## config.mk

```make
export PLATFORM = sky130hd
export DESIGN_NAME = frontend_top
export DESIGN_NICKNAME = d
export VERILOG_FILES = /design/src/verilog/fetch_pkg.sv /design/src/verilog/branch_target_buffer.sv /design/src/verilog/fetch_queue.sv /design/src/verilog/fetch_stage.sv /design/src/verilog/frontend_top.sv /design/src/verilog/predecode_stage.sv
export VERILOG_INCLUDE_DIRS = /design/src /design/src/include
export SDC_FILE = /design/constraint.sdc
export NUM_CORES = 1
export LEC_CHECK = 0
export BUFFER_PORTS_ARGS = -buffer_cell sky130_fd_sc_hd__buf_2
export CORE_MARGIN = 2
export CORE_UTILIZATION = 60
export DETAILED_ROUTE_END_ITERATION = 10
export PLACE_DENSITY = 0.79
export SYNTH_ARGS = -nofsm -noshare
export SYNTH_HDL_FRONTEND = slang
export SYNTH_SLANG_ARGS = --single-unit
```

## constraint.sdc

```tcl
create_clock -name clk_i -period 5.75 [get_ports clk_i]
set_input_delay 0.8625 -clock clk_i [delete_from_list [all_inputs] [get_ports clk_i]]
set_output_delay 0.8625 -clock clk_i [all_outputs]
set_load 0.05 [all_outputs]
```

## src/include/fetch_config.svh

```systemverilog
`ifndef FETCH_CONFIG_SVH
`define FETCH_CONFIG_SVH

// ==============================
// Front end sizing
// ==============================

// First fetch address after reset, word aligned
`define FETCH_RESET_VECTOR 32'h0000_0100

// Direct-mapped prediction entries
// Must be a power of two, the index is taken straight from PC bits
`define FETCH_BTB_ENTRIES 8

// Fetch queue slots, power of two so the pointers wrap on their own
`define FETCH_QUEUE_DEPTH 4

`endif

```

## src/verilog/fetch_pkg.sv

```systemverilog
`include "fetch_config.svh"

package fetch_pkg;

    // ==============================
    // Derived widths
    // ==============================

    // Index sits just above the two zero bits of a word address
    localparam int BTB_IDX_W   = $clog2(`FETCH_BTB_ENTRIES);
    localparam int BTB_TAG_W   = 32 - BTB_IDX_W - 2;
    localparam int QUEUE_PTR_W = $clog2(`FETCH_QUEUE_DEPTH);
    // One extra bit so a full queue is distinct from an empty one
    localparam int QUEUE_CNT_W = QUEUE_PTR_W + 1;

    typedef logic [31:0] addr_t;
    typedef logic [31:0] word_t;

    // Fetch faults plus the illegal instruction found at predecode
    typedef enum logic [1:0] {
        EXC_NONE               = 2'd0,
        EXC_INSTR_MISALIGNED   = 2'd1,
        EXC_INSTR_ACCESS_FAULT = 2'd2,
        EXC_ILLEGAL_INSTR      = 2'd3
    } exc_cause_e;

    // RV32 major opcode classes
    typedef enum logic [3:0] {
        OPC_LOAD, OPC_STORE, OPC_BRANCH, OPC_JAL, OPC_JALR, OPC_OP,
        OPC_OP_IMM, OPC_LUI, OPC_AUIPC, OPC_SYSTEM, OPC_MISC_MEM,
        OPC_INVALID
    } opcode_e;

    // ==============================
    // Structs
    // ==============================

    // Resolved branch outcome coming back from execute
    typedef struct packed {
        logic  valid;
        addr_t pc;
        logic  taken;
        addr_t target;
    } bp_update_t;

    typedef struct packed {
        logic  taken;
        addr_t target;
    } bp_predict_t;

    // One queue slot, fault limited to none, misaligned or access fault
    typedef struct packed {
        addr_t       pc;
        word_t       instr;
        bp_predict_t predict;
        exc_cause_e  fault;
    } fetch_entry_t;

    typedef struct packed {
        addr_t       pc;
        word_t       instr;
        opcode_e     opcode;
        bp_predict_t predict;
        exc_cause_e  cause;
    } decode_out_t;

endpackage

```

## src/verilog/branch_target_buffer.sv

```systemverilog
`include "fetch_config.svh"

module branch_target_buffer (
    input  logic                  clk_i,
    input  logic                  rst_ni,
    input  fetch_pkg::addr_t      lookup_pc_i,
    output fetch_pkg::bp_predict_t predict_o,
    input  fetch_pkg::bp_update_t update_i
);

    // ==============================
    // Entry storage
    // ==============================

    // Valid bits are control state, the rest is payload
    logic                              valid_q  [0:`FETCH_BTB_ENTRIES-1];
    logic [fetch_pkg::BTB_TAG_W-1:0]   tag_q    [0:`FETCH_BTB_ENTRIES-1];
    fetch_pkg::addr_t                  target_q [0:`FETCH_BTB_ENTRIES-1];
    logic                              taken_q  [0:`FETCH_BTB_ENTRIES-1];

    logic [fetch_pkg::BTB_IDX_W-1:0] lookup_idx;
    logic [fetch_pkg::BTB_TAG_W-1:0] lookup_tag;
    logic [fetch_pkg::BTB_IDX_W-1:0] update_idx;
    logic [fetch_pkg::BTB_TAG_W-1:0] update_tag;
    logic                            lookup_hit;

    // Split both addresses into index and tag
    assign lookup_idx = lookup_pc_i[fetch_pkg::BTB_IDX_W+1:2];
    assign lookup_tag = lookup_pc_i[31:fetch_pkg::BTB_IDX_W+2];
    assign update_idx = update_i.pc[fetch_pkg::BTB_IDX_W+1:2];
    assign update_tag = update_i.pc[31:fetch_pkg::BTB_IDX_W+2];

    // ==============================
    // Lookup
    // ==============================

    assign lookup_hit = valid_q[lookup_idx] && (tag_q[lookup_idx] == lookup_tag);

    // Taken only on a tag hit with the taken bit set
    // Target reads as zero otherwise so the result is always defined
    assign predict_o.taken  = lookup_hit && taken_q[lookup_idx];
    assign predict_o.target = predict_o.taken ? target_q[lookup_idx] : '0;

    // Update overwrites the indexed entry, seen by lookups next cycle
    always_ff @(posedge clk_i or negedge rst_ni) begin
        if (!rst_ni) begin
            for (int i = 0; i < `FETCH_BTB_ENTRIES; i++) begin
                valid_q[i] <= 1'b0;
            end
        end else if (update_i.valid) begin
            valid_q[update_idx] <= 1'b1;
        end
    end

    always_ff @(posedge clk_i) begin
        if (update_i.valid) begin
            tag_q[update_idx]    <= update_tag;
            target_q[update_idx] <= update_i.target;
            taken_q[update_idx]  <= update_i.taken;
        end
    end

endmodule

```

## src/verilog/fetch_queue.sv

```systemverilog
`include "fetch_config.svh"

module fetch_queue (
    input  logic                              clk_i,
    input  logic                              rst_ni,
    input  logic                              flush_i,
    input  logic                              push_i,
    input  fetch_pkg::fetch_entry_t           push_entry_i,
    output logic [fetch_pkg::QUEUE_CNT_W-1:0] count_o,
    output logic                              not_empty_o,
    output fetch_pkg::fetch_entry_t           head_o,
    input  logic                              pop_i
);

    fetch_pkg::fetch_entry_t mem_q [0:`FETCH_QUEUE_DEPTH-1];

    logic [fetch_pkg::QUEUE_PTR_W-1:0] rd_ptr_q;
    logic [fetch_pkg::QUEUE_PTR_W-1:0] wr_ptr_q;
    logic [fetch_pkg::QUEUE_CNT_W-1:0] count_q;
    logic                              full;
    logic                              do_push;
    logic                              do_pop;

    assign full        = (count_q == fetch_pkg::QUEUE_CNT_W'(`FETCH_QUEUE_DEPTH));
    assign not_empty_o = (count_q != '0);
    assign count_o     = count_q;
    assign head_o      = mem_q[rd_ptr_q];

    // Push into a full queue only when a slot frees in the same cycle
    assign do_push = push_i && (!full || pop_i);
    assign do_pop  = pop_i && not_empty_o;

    // ==============================
    // Pointers and count
    // ==============================

    // Flush wins over push and pop, the popped entry has already left
    always_ff @(posedge clk_i or negedge rst_ni) begin
        if (!rst_ni) begin
            rd_ptr_q <= '0;
            wr_ptr_q <= '0;
            count_q  <= '0;
        end else if (flush_i) begin
            rd_ptr_q <= '0;
            wr_ptr_q <= '0;
            count_q  <= '0;
        end else begin
            // Pointers wrap naturally at a power-of-two depth
            if (do_push) begin
                wr_ptr_q <= wr_ptr_q + 1'b1;
            end
            if (do_pop) begin
                rd_ptr_q <= rd_ptr_q + 1'b1;
            end
            if (do_push && !do_pop) begin
                count_q <= count_q + 1'b1;
            end else if (do_pop && !do_push) begin
                count_q <= count_q - 1'b1;
            end
        end
    end

    // Slot storage
    always_ff @(posedge clk_i) begin
        if (do_push) begin
            mem_q[wr_ptr_q] <= push_entry_i;
        end
    end

endmodule

```

## src/verilog/fetch_stage.sv

```systemverilog
`include "fetch_config.svh"

module fetch_stage (
    input  logic                              clk_i,
    input  logic                              rst_ni,
    input  logic                              redirect_i,
    input  fetch_pkg::addr_t                  redirect_pc_i,
    input  fetch_pkg::bp_update_t             bp_update_i,
    output logic                              mem_req_valid_o,
    input  logic                              mem_req_ready_i,
    output fetch_pkg::addr_t                  mem_req_addr_o,
    input  logic                              mem_rsp_valid_i,
    input  fetch_pkg::word_t                  mem_rsp_data_i,
    input  logic                              mem_rsp_error_i,
    input  logic [fetch_pkg::QUEUE_CNT_W-1:0] queue_count_i,
    output logic                              push_o,
    output fetch_pkg::fetch_entry_t           push_entry_o
);

    fetch_pkg::addr_t       pc_q;
    fetch_pkg::addr_t       pc_d;
    fetch_pkg::addr_t       req_addr_q;
    fetch_pkg::bp_predict_t req_predict_q;
    fetch_pkg::bp_predict_t predict;
    logic req_valid_q;
    logic outstanding_q;
    logic stale_q;
    logic halt_q;
    logic idle;
    logic queue_space;
    logic pc_aligned;
    logic issue;
    logic req_fire;
    logic rsp_fire;
    logic rsp_push;
    logic mis_push;

    branch_target_buffer i_branch_target_buffer (
        .clk_i       (clk_i),
        .rst_ni      (rst_ni),
        .lookup_pc_i (pc_q),
        .predict_o   (predict),
        .update_i    (bp_update_i)
    );

    // ==============================
    // Request control
    // ==============================

    // Nothing presented and nothing in flight
    assign idle        = !req_valid_q && !outstanding_q;
    assign queue_space = queue_count_i < fetch_pkg::QUEUE_CNT_W'(`FETCH_QUEUE_DEPTH);
    assign pc_aligned  = (pc_q[1:0] == 2'b00);

    // Launch a request; it is then held in registers until accepted
    assign issue    = idle && queue_space && pc_aligned && !halt_q && !redirect_i;
    assign req_fire = req_valid_q && mem_req_ready_i;
    assign rsp_fire = mem_rsp_valid_i && outstanding_q;

    // Stale or redirect-cycle responses are dropped
    assign rsp_push = rsp_fire && !stale_q && !redirect_i;
    // Misaligned PC waits for an idle port so queue order is kept
    assign mis_push = idle && queue_space && !pc_aligned && !halt_q && !redirect_i;

    assign mem_req_valid_o = req_valid_q;
    assign mem_req_addr_o  = req_addr_q;

    // Next PC: redirect, then taken prediction, then sequential
    always_comb begin
        pc_d = pc_q;
        if (redirect_i) begin
            pc_d = redirect_pc_i;
        end else if (issue) begin
            pc_d = predict.taken ? predict.target : pc_q + 32'd4;
        end
    end

    // ==============================
    // Queue entry
    // ==============================

    assign push_o = rsp_push || mis_push;

    always_comb begin
        push_entry_o = '0;
        if (mis_push) begin
            push_entry_o.pc    = pc_q;
            push_entry_o.fault = fetch_pkg::EXC_INSTR_MISALIGNED;
        end else begin
            push_entry_o.pc      = req_addr_q;
            push_entry_o.predict = req_predict_q;
            // Faulted word is zeroed
            if (mem_rsp_error_i) begin
                push_entry_o.fault = fetch_pkg::EXC_INSTR_ACCESS_FAULT;
            end else begin
                push_entry_o.instr = mem_rsp_data_i;
            end
        end
    end

    always_ff @(posedge clk_i or negedge rst_ni) begin
        if (!rst_ni) begin
            pc_q          <= `FETCH_RESET_VECTOR;
            req_valid_q   <= 1'b0;
            outstanding_q <= 1'b0;
            stale_q       <= 1'b0;
            halt_q        <= 1'b0;
        end else begin
            pc_q <= pc_d;
            if (issue) begin
                req_valid_q <= 1'b1;
            end else if (req_fire) begin
                req_valid_q <= 1'b0;
            end
            if (req_fire) begin
                outstanding_q <= 1'b1;
            end else if (rsp_fire) begin
                outstanding_q <= 1'b0;
            end
            if (rsp_fire) begin
                stale_q <= 1'b0;
            end
            // A presented or unanswered request belongs to the old path
            if (redirect_i && (req_valid_q || (outstanding_q && !mem_rsp_valid_i))) begin
                stale_q <= 1'b1;
            end
            if (redirect_i) begin
                halt_q <= 1'b0;
            end else if (mis_push || (rsp_push && mem_rsp_error_i)) begin
                halt_q <= 1'b1;
            end
        end
    end

    // Request payload, captured at launch
    always_ff @(posedge clk_i) begin
        if (issue) begin
            req_addr_q    <= pc_q;
            req_predict_q <= predict;
        end
    end

endmodule

```

## src/verilog/frontend_top.sv

```systemverilog
module frontend_top (
    input  logic                   clk_i,
    input  logic                   rst_ni,
    input  logic                   redirect_i,
    input  fetch_pkg::addr_t       redirect_pc_i,
    input  fetch_pkg::bp_update_t  bp_update_i,
    output logic                   mem_req_valid_o,
    input  logic                   mem_req_ready_i,
    output fetch_pkg::addr_t       mem_req_addr_o,
    input  logic                   mem_rsp_valid_i,
    input  fetch_pkg::word_t       mem_rsp_data_i,
    input  logic                   mem_rsp_error_i,
    output logic                   dec_valid_o,
    input  logic                   dec_ready_i,
    output fetch_pkg::decode_out_t dec_out_o
);

    // ==============================
    // Stage to stage wiring
    // ==============================

    logic [fetch_pkg::QUEUE_CNT_W-1:0] queue_count;
    logic                              push;
    fetch_pkg::fetch_entry_t           push_entry;
    logic                              not_empty;
    fetch_pkg::fetch_entry_t           head;
    logic                              pop;

    // Producer side, PC and memory port
    fetch_stage i_fetch_stage (
        .clk_i           (clk_i),
        .rst_ni          (rst_ni),
        .redirect_i      (redirect_i),
        .redirect_pc_i   (redirect_pc_i),
        .bp_update_i     (bp_update_i),
        .mem_req_valid_o (mem_req_valid_o),
        .mem_req_ready_i (mem_req_ready_i),
        .mem_req_addr_o  (mem_req_addr_o),
        .mem_rsp_valid_i (mem_rsp_valid_i),
        .mem_rsp_data_i  (mem_rsp_data_i),
        .mem_rsp_error_i (mem_rsp_error_i),
        .queue_count_i   (queue_count),
        .push_o          (push),
        .push_entry_o    (push_entry)
    );

    // Redirect empties the queue at the same edge the PC reloads
    fetch_queue i_fetch_queue (
        .clk_i        (clk_i),
        .rst_ni       (rst_ni),
        .flush_i      (redirect_i),
        .push_i       (push),
        .push_entry_i (push_entry),
        .count_o      (queue_count),
        .not_empty_o  (not_empty),
        .head_o       (head),
        .pop_i        (pop)
    );

    predecode_stage i_predecode_stage (
        .not_empty_i (not_empty),
        .head_i      (head),
        .pop_o       (pop),
        .dec_valid_o (dec_valid_o),
        .dec_ready_i (dec_ready_i),
        .dec_out_o   (dec_out_o)
    );

endmodule

```

## src/verilog/predecode_stage.sv

```systemverilog
module predecode_stage (
    input  logic                    not_empty_i,
    input  fetch_pkg::fetch_entry_t head_i,
    output logic                    pop_o,
    output logic                    dec_valid_o,
    input  logic                    dec_ready_i,
    output fetch_pkg::decode_out_t  dec_out_o
);

    fetch_pkg::opcode_e opcode;
    logic               faulted;

    assign faulted = (head_i.fault != fetch_pkg::EXC_NONE);

    // Head goes straight to decode, popped on the handshake
    assign dec_valid_o = not_empty_i;
    assign pop_o       = not_empty_i && dec_ready_i;

    // ==============================
    // Opcode class
    // ==============================

    // Bits 1..0 must be 2'b11 for a 32-bit RV32 instruction
    always_comb begin
        opcode = fetch_pkg::OPC_INVALID;
        if (head_i.instr[1:0] == 2'b11) begin
            case (head_i.instr[6:2])
                5'b00000: opcode = fetch_pkg::OPC_LOAD;
                5'b01000: opcode = fetch_pkg::OPC_STORE;
                5'b11000: opcode = fetch_pkg::OPC_BRANCH;
                5'b11011: opcode = fetch_pkg::OPC_JAL;
                5'b11001: opcode = fetch_pkg::OPC_JALR;
                5'b01100: opcode = fetch_pkg::OPC_OP;
                5'b00100: opcode = fetch_pkg::OPC_OP_IMM;
                5'b01101: opcode = fetch_pkg::OPC_LUI;
                5'b00101: opcode = fetch_pkg::OPC_AUIPC;
                5'b11100: opcode = fetch_pkg::OPC_SYSTEM;
                5'b00011: opcode = fetch_pkg::OPC_MISC_MEM;
                default:  opcode = fetch_pkg::OPC_INVALID;
            endcase
        end
    end

    // Fetch fault first, then illegal opcode
    always_comb begin
        dec_out_o.pc      = head_i.pc;
        dec_out_o.predict = head_i.predict;
        if (faulted) begin
            dec_out_o.instr  = '0;
            dec_out_o.opcode = fetch_pkg::OPC_INVALID;
            dec_out_o.cause  = head_i.fault;
        end else begin
            dec_out_o.instr  = head_i.instr;
            dec_out_o.opcode = opcode;
            dec_out_o.cause  = (opcode == fetch_pkg::OPC_INVALID) ?
                               fetch_pkg::EXC_ILLEGAL_INSTR : fetch_pkg::EXC_NONE;
        end
    end

endmodule
```

==> impl_metrics.env, run 1 <==
export IMPL_port_buffers=271
export IMPL_nFillCells=3967
export IMPL_cts_root_buffer="clkbuf_16"
export IMPL_drc=0
export IMPL_p_total_w=0.0189
export IMPL_maxCapViolations=0
export IMPL_io_pins=274
export IMPL_routed_wl_met2_um=43600
export IMPL_cp_endpoint="dec_out_o[0]"
export IMPL_reg2reg_setup_slack_ns=1.75
export IMPL_drt_pass1_iterations=5
export IMPL_ys_types=66
export IMPL_ir_drop_v=0.000237
export IMPL_grt_use_total=0.265
export IMPL_fp_dieW_um=260
export IMPL_synth_edf_count=941
export IMPL_cts_hold_buf=0
export IMPL_wl_per_cell_um=27.5
export IMPL_crit_path_end_kind="output pin"
export IMPL_synth_top_flop_cell="edfxtp_1"
export IMPL_top_layer="met5"
export IMPL_cts_setup_buffers=0
export IMPL_r2r_end="i_fetch_stage.pc_q[18]"
export IMPL_ys_seq_area_frac=0.750
export IMPL_vias=19866
export IMPL_fin_skew_ns=0.0271
export IMPL_ys_seq_elements=992
export IMPL_synth_top_cells_by_area="edfxtp_1, mux4_2, dfrtp_1, mux2i_1, mux2_2"
export IMPL_drtIter0Drc=2245
export IMPL_tritoncts="yes"
export IMPL_cts_resized=0
export IMPL_fp_dieH_um=260
export IMPL_path_max_fanout=35
export IMPL_maxSlewViolCount=0
export IMPL_tightest_slew_ns=1.16
export IMPL_clk_pin_slew_worst_paths_ns=0.06
export IMPL_syn_area_um2=39400
export IMPL_cts_htree_levels=3
export IMPL_wl_met1_um=34000
export IMPL_reg2reg_depth=10
export IMPL_power_density_nw_per_um2=422
export IMPL_area_delta_synth_final_pct=13.9
export IMPL_rows=93
export IMPL_start_util=0.608
export IMPL_rsz0062_at_grt="no"
export IMPL_fp_dieArea_um2=67700
export IMPL_relSlewSlack=0.226
export IMPL_setup_viol=0
export IMPL_syn_nets=2115
export IMPL_synthArstFlopShare=0.0514
export IMPL_seqCellArea_um2=29600
export IMPL_cts_buffers=95
export IMPL_timing_final_crit_share=0.845
export IMPL_cts_buffer_depth=3
export IMPL_synth_top_cell_area_share=0.718
export IMPL_grt_pass1_wl_um=131000
export IMPL_crit_path_start_kind="register"
export IMPL_arrival_ns=4.00
export IMPL_nNetsFinal=2409
export IMPL_final_layout_size_suffix_gt1_frac=0.317
export IMPL_crit_start="i_fetch_queue.rd_ptr_q[0]"
export IMPL_coreArea_um2=64700
export IMPL_post_dp_hpwl_um=53200
export IMPL_netlist_instances=1969
export IMPL_grt_max_degree=71
export IMPL_dr_wl_met3_um=7640
export IMPL_syn_area_per_cell_um2=20.0
export IMPL_ys_warn_count=0
export IMPL_setup_tns_ns=0
export IMPL_worstHoldPathType="primary input to async pin"
export IMPL_outcome="complete, no violations"
export IMPL_path_class="register to output pin"
export IMPL_antenna_found_initial=18
export IMPL_wirelength_um=88400
export IMPL_required_ns=4.89
export IMPL_grt_pass1_vias=20373
export IMPL_hold_viol=0
export IMPL_multi_input_area_um2=9320
export IMPL_yosysTopAreaCell="edfxtp_1"
export IMPL_cellLeakagePower_nw=15.1
export IMPL_place_gp_congestion=0.896
export IMPL_reg2reg_from="i_fetch_stage.pc_q[2]"
export IMPL_clkLatencyLatePin_ns=0.65
export IMPL_clock_sinks=992
export IMPL_vias_per_cell=6.19
export IMPL_antenna_left=0
export IMPL_fmax_mhz=206
export IMPL_post_route_min_period_ns=4.86
export IMPL_grt_remaining_overflow=0
kinds of logic (layout without fill, tap and decap cells):
logic type,Yosys count,after routing,share of synthesized area
simple gates,373,373,0.0496
mux,335,335,0.155
xor+xnor,55,55,0.0122
fa+ha+maj,9,9,0.00305
compound gates,83,83,0.0156
other cells,0,11,0
buf+inv,122,497,0.0145
flops,992,992,0.750
layer usage:
| layer | vias to the layer above | GRT usage |
|---|---|---|
| li1 | 8508 | - |
| met1 | 10270 | 0.362 |
| met2 | 906 | 0.431 |
| met3 | 162 | 0.0528 |
| met4 | 20 | 0.0971 |
| met5 | - | 0 |
synthesized netlist by cell type (3+ instances only):
cell type,n
o221ai_1,13
buf_2,18
or2_2,13
or3_1,4
buf_6,6
o31a_1,6
nor2_1,79
o21ai_0,14
nand3_1,16
ha_1,8
nand4b_1,3
nor4_1,3
o21bai_1,3
mux4_2,208
a21o_1,5
nor3_1,25
and3_1,4
and2_1,73
nor2b_1,46
dfrtp_1,50
a221o_1,5
xor2_1,26
nand2_1,71
and2_0,4
nand2b_1,8
xnor2_1,29
buf_4,8
nand4_1,10
clkbuf_1,60
a22o_1,3
mux2_2,45
buf_1,15
a21oi_1,12
mux2i_1,76
o21a_1,3
inv_1,13
edfxtp_1,941
o211ai_1,4
mux4_1,4
where the power goes:
| group | switching, W | leakage, nW | internal (W) |
|---|---|---|---|
| combinational | 0.00252 | 4.44 | 0.00133 |
| sequential | 0.000335 | 9.12 | 0.00844 |
| clock | 0.00259 | 1.55 | 0.00369 |
| total | 0.00545 | 15.1 | 0.0135 |
layout by cell type (no fill, tap or decap), types with 11 or more instances in the layout:
cell and instances:
diode_2 11, bufinv_16 11, clkbuf_16 98, mux2i_1 76
nor2_1 72, nor2b_1 46, nor3_1 23, inv_1 12
or2_2 13, mux4_2 208, dfrtp_1 45, buf_4 30
clkbuf_1 26, nand3_1 16, a21oi_1 12, edfxtp_1 941
buf_2 271, o21ai_0 14, xor2_1 26, mux2_2 45
nand2_1 71, o221ai_1 13, and2_1 69, xnor2_1 29
clkinv_2 21
state kept, by name, summed over array words and instances, names as in the netlist:
name                                           count
i_fetch_stage.mem_req_addr_o                      32
i_fetch_queue.rd_ptr_q                             2
i_fetch_stage.req_predict_q                       33
i_fetch_stage.i_branch_target_buffer.tag_q       216
i_fetch_stage.i_branch_target_buffer.valid_q       8
i_fetch_stage.i_branch_target_buffer.taken_q       8
i_fetch_queue.mem_q                              396
i_fetch_stage.i_branch_target_buffer.target_q    256
i_fetch_stage.halt_q                               1
i_fetch_stage.mem_req_valid_o                      1
i_fetch_stage.stale_q                              1
i_fetch_queue.wr_ptr_q                             2
i_fetch_stage.outstanding_q                        1
i_fetch_stage.pc_q                                32
i_fetch_queue.count_o                              3
area by class of cell:
| type | count | area share |
|---|---|---|
| timing repair buffer | 305 | 0.0370 |
| antenna | 11 | 0.000614 |
| tap | 855 | 0.0239 |
| clock buffer | 128 | 0.0581 |
| multi-input combinational | 855 | 0.208 |
| clock inverter | 50 | 0.0124 |
| inverter | 14 | 0.00120 |
| sequential | 992 | 0.659 |
stage by stage:
step,std cells,cell area [um2],hold slack [ns],utilization,worst slack (ns)
2_1_floorplan,1969,39400,0.420,-,0.0203
3_3_place_gp,3021,41700,0.451,0.644,1.65
3_5_place_dp,3021,41700,0.456,0.644,1.57
4_1_cts,3199,44800,0.382,0.693,0.868
5_1_grt,3200,44800,0.428,0.693,0.725
6_report,3210,44800,0.380,0.693,0.892
worst max-delay path: stages (launching register included):
cell and delay, ns:
dfrtp_4 0.90, mux4_2 0.66, inv_1 0.17, ha_1 0.26
nor2_1 0.12, a21oi_1 0.06, nor3_1 0.27, o21bai_1 0.19
and2_1 0.22, a31o_2 0.26, buf_2 0.21
worst min path at each step:
stage                                                                from                                               to  slack [ns]  depth (start not counted)
final                                                              rst_ni                        i_fetch_queue.rd_ptr_q[1]        0.38                          2
after global routing                                               rst_ni                            i_fetch_stage.pc_q[1]        0.43                          2
after floorplan                                     i_fetch_stage.pc_q[4]                  i_fetch_stage.mem_req_addr_o[4]        0.42                          0
after detailed placement  i_fetch_stage.i_branch_target_buffer.valid_q[0]  i_fetch_stage.i_branch_target_buffer.valid_q[0]        0.46                          1
after CTS                                                          rst_ni                            i_fetch_stage.pc_q[1]        0.38                          2
after global placement    i_fetch_stage.i_branch_target_buffer.valid_q[0]  i_fetch_stage.i_branch_target_buffer.valid_q[0]        0.45                          1
Note: power is estimated with default switching activity, not from simulation.
==> run 2, diff against run 1 <==
clock period = 4.6 ns   (was 5.75 ns; I/O delays follow)
==> impl_metrics.env, run 2 (synthesis results as in run 1) <==
export IMPL_largestRegisters="i_fetch_queue.mem_q: 396 flops, i_fetch_stage.i_branch_target_buffer.target_q: 256 flops, i_fetch_stage.i_branch_target_buffer.tag_q: 216 flops"
export IMPL_post_route_min_period_ns=4.45
export IMPL_postPlaceCellArea_um2=41800
export IMPL_drtIter0Drc=2082
export IMPL_cts_hold_buf=0
export IMPL_arrival_ns=3.76
export IMPL_largest_reg_flops=396
export IMPL_grt_use_total=0.261
export IMPL_cts_resized=0
export IMPL_nFillCells=3938
export IMPL_clock_sinks=992
export IMPL_setup_tns_ns=0
export IMPL_path_max_fanout=21
export IMPL_antenna_found_initial=12
export IMPL_outcome="complete, no violations"
export IMPL_clockPowerShare=0.322
export IMPL_p_sw_frac=0.289
export IMPL_cts_htree_levels=3
export IMPL_relSlewSlack=0.263
export IMPL_fp_dieH_um=260
export IMPL_grt_pass1_vias=20167
export IMPL_crit_path_end_kind="output pin"
export IMPL_tightest_slew_ns=1.10
export IMPL_fin_area_um2=44900
export IMPL_vias=19881
export IMPL_io_pins=274
export IMPL_wirelength_um=87000
export IMPL_crit_path_start_kind="register"
export IMPL_cts_setup_buffers=0
export IMPL_required_ns=3.91
export IMPL_p_switching_w=0.00672
export IMPL_maxSlewViolCount=0
export IMPL_setup_viol=0
export IMPL_intPower_w=0.0166
export IMPL_rows=93
export IMPL_port_buffers=271
export IMPL_cts_buffers=94
export IMPL_fp_dieArea_um2=67700
export IMPL_drt_pass1_iterations=5
export IMPL_cts_root_buffer="clkbuf_16"
export IMPL_ir_drop_v=0.000349
export IMPL_clkLatencyLatePin_ns=0.65
export IMPL_clk_pin_slew_worst_paths_ns=0.06
export IMPL_drc=0
export IMPL_wl_per_cell_um=27.0
export IMPL_coreArea_um2=64700
export IMPL_final_common_cell="edfxtp_1"
export IMPL_cts_buffer_depth=3
export IMPL_path_class="register to output pin"
export IMPL_start_util=0.608
export IMPL_utilization=0.694
export IMPL_post_dp_hpwl_um=54400
export IMPL_nNetsFinal=2421
export IMPL_power_frac_comb=0.208
export IMPL_finalNonFillerCells=3218
export IMPL_timing_final_crit_share=0.968
export IMPL_tritoncts="yes"
export IMPL_grt_pass1_wl_um=129000
export IMPL_grt_remaining_overflow=0
export IMPL_cellLeakagePower_nw=15.1
export IMPL_place_gp_congestion=0.886
export IMPL_hold_viol=0
export IMPL_dp_cells=3034
export IMPL_grt_max_degree=71
export IMPL_p_seq_frac=0.470
export IMPL_final_layout_size_suffix_gt1_frac=0.317
export IMPL_rsz0062_at_grt="no"
export IMPL_antenna_left=0
export IMPL_vias_per_cell=6.18
export IMPL_power_density_nw_per_um2=519
export IMPL_fmax_mhz=225
export IMPL_fp_dieW_um=260
export IMPL_worstHoldPathType="primary input to async pin"
export IMPL_fin_skew_ns=0.0249
export IMPL_maxCapViolations=0
export IMPL_top_register="i_fetch_queue.mem_q"
export IMPL_layout_common_cells="edfxtp_1, buf_2, mux4_2"
export IMPL_area_delta_synth_final_pct=14.1
[run 2: cell types whose count changed in the layout (fill, tap and decap cells not counted), sizes merged]
| cell | change |
|---|---|
| buf | +13 |
| bufinv | -5 |
| clkinv | +4 |
| clkbuf | -2 |
| diode | -1 |
| inv | -1 |
[run 2: power groups by stage]
stage / sequential, W / clock, W / combinational, W
floorplan: 0.0109 / 0 / 0.00371
global placement: 0.0111 / 0 / 0.00477
detailed placement: 0.0111 / 0 / 0.00485
CTS: 0.0110 / 0.00761 / 0.00488
global route: 0.0110 / 0.00793 / 0.00512
finish: 0.0109 / 0.00751 / 0.00485
[run 2: final cells by class]
class,count,area [um2],area share
clock buffer,126,2630,0.0585
inverter,14,53.8,0.00120
clock inverter,48,397,0.00883
tap,855,1070,0.0238
antenna,10,25.0,0.000557
multi-input combinational,855,9330,0.208
sequential,992,29600,0.658
timing repair buffer,318,1830,0.0409
[run 2: path summary, 6_finish.rpt]
kind                                                                  from                                         endpoint  slack (ns)  cells past startpoint
max in group asynchronous                                           rst_ni                            i_fetch_stage.pc_q[3]        3.84                      2
min in group clk_i                                         mem_req_ready_i                    i_fetch_stage.mem_req_valid_o        0.25                      2
setup reg to reg                                     i_fetch_stage.pc_q[3]                           i_fetch_stage.pc_q[24]        0.76                     11
setup / recovery                                 i_fetch_queue.rd_ptr_q[0]                                     dec_out_o[0]        0.15                     10
hold reg to reg            i_fetch_stage.i_branch_target_buffer.valid_q[0]  i_fetch_stage.i_branch_target_buffer.valid_q[0]        0.47                      1
hold / removal                                                      rst_ni                        i_fetch_queue.wr_ptr_q[0]        0.19                      2
[run 2: stage by stage]
stage	total power [W]	setup WS, ns	hold WS (ns)
after floorplan	0.0146	0.0668	0.394
after global placement	0.0159	0.823	0.457
after detailed placement	0.0160	0.770	0.455
after CTS	0.0234	0.261	0.197
after global routing	0.0241	0.0198	0.235
final	0.0233	0.148	0.190
[run 2: metal layers]
layer  GRT usage  part of all wire
met5           0           0.00094
met4      0.0933             0.030
met3      0.0482             0.085
met2       0.421              0.50
met1       0.362              0.39
[run 2: worst max-delay path, cell delays in order (launching register included)]
cell and delay (ns):
dfrtp_4 0.70, mux4_2 0.62, inv_1 0.17, ha_1 0.21, nor2_1 0.06, nor4bb_1 0.38
a21oi_1 0.09, or2_2 0.30, and2_1 0.15, a31o_2 0.23, buf_2 0.21
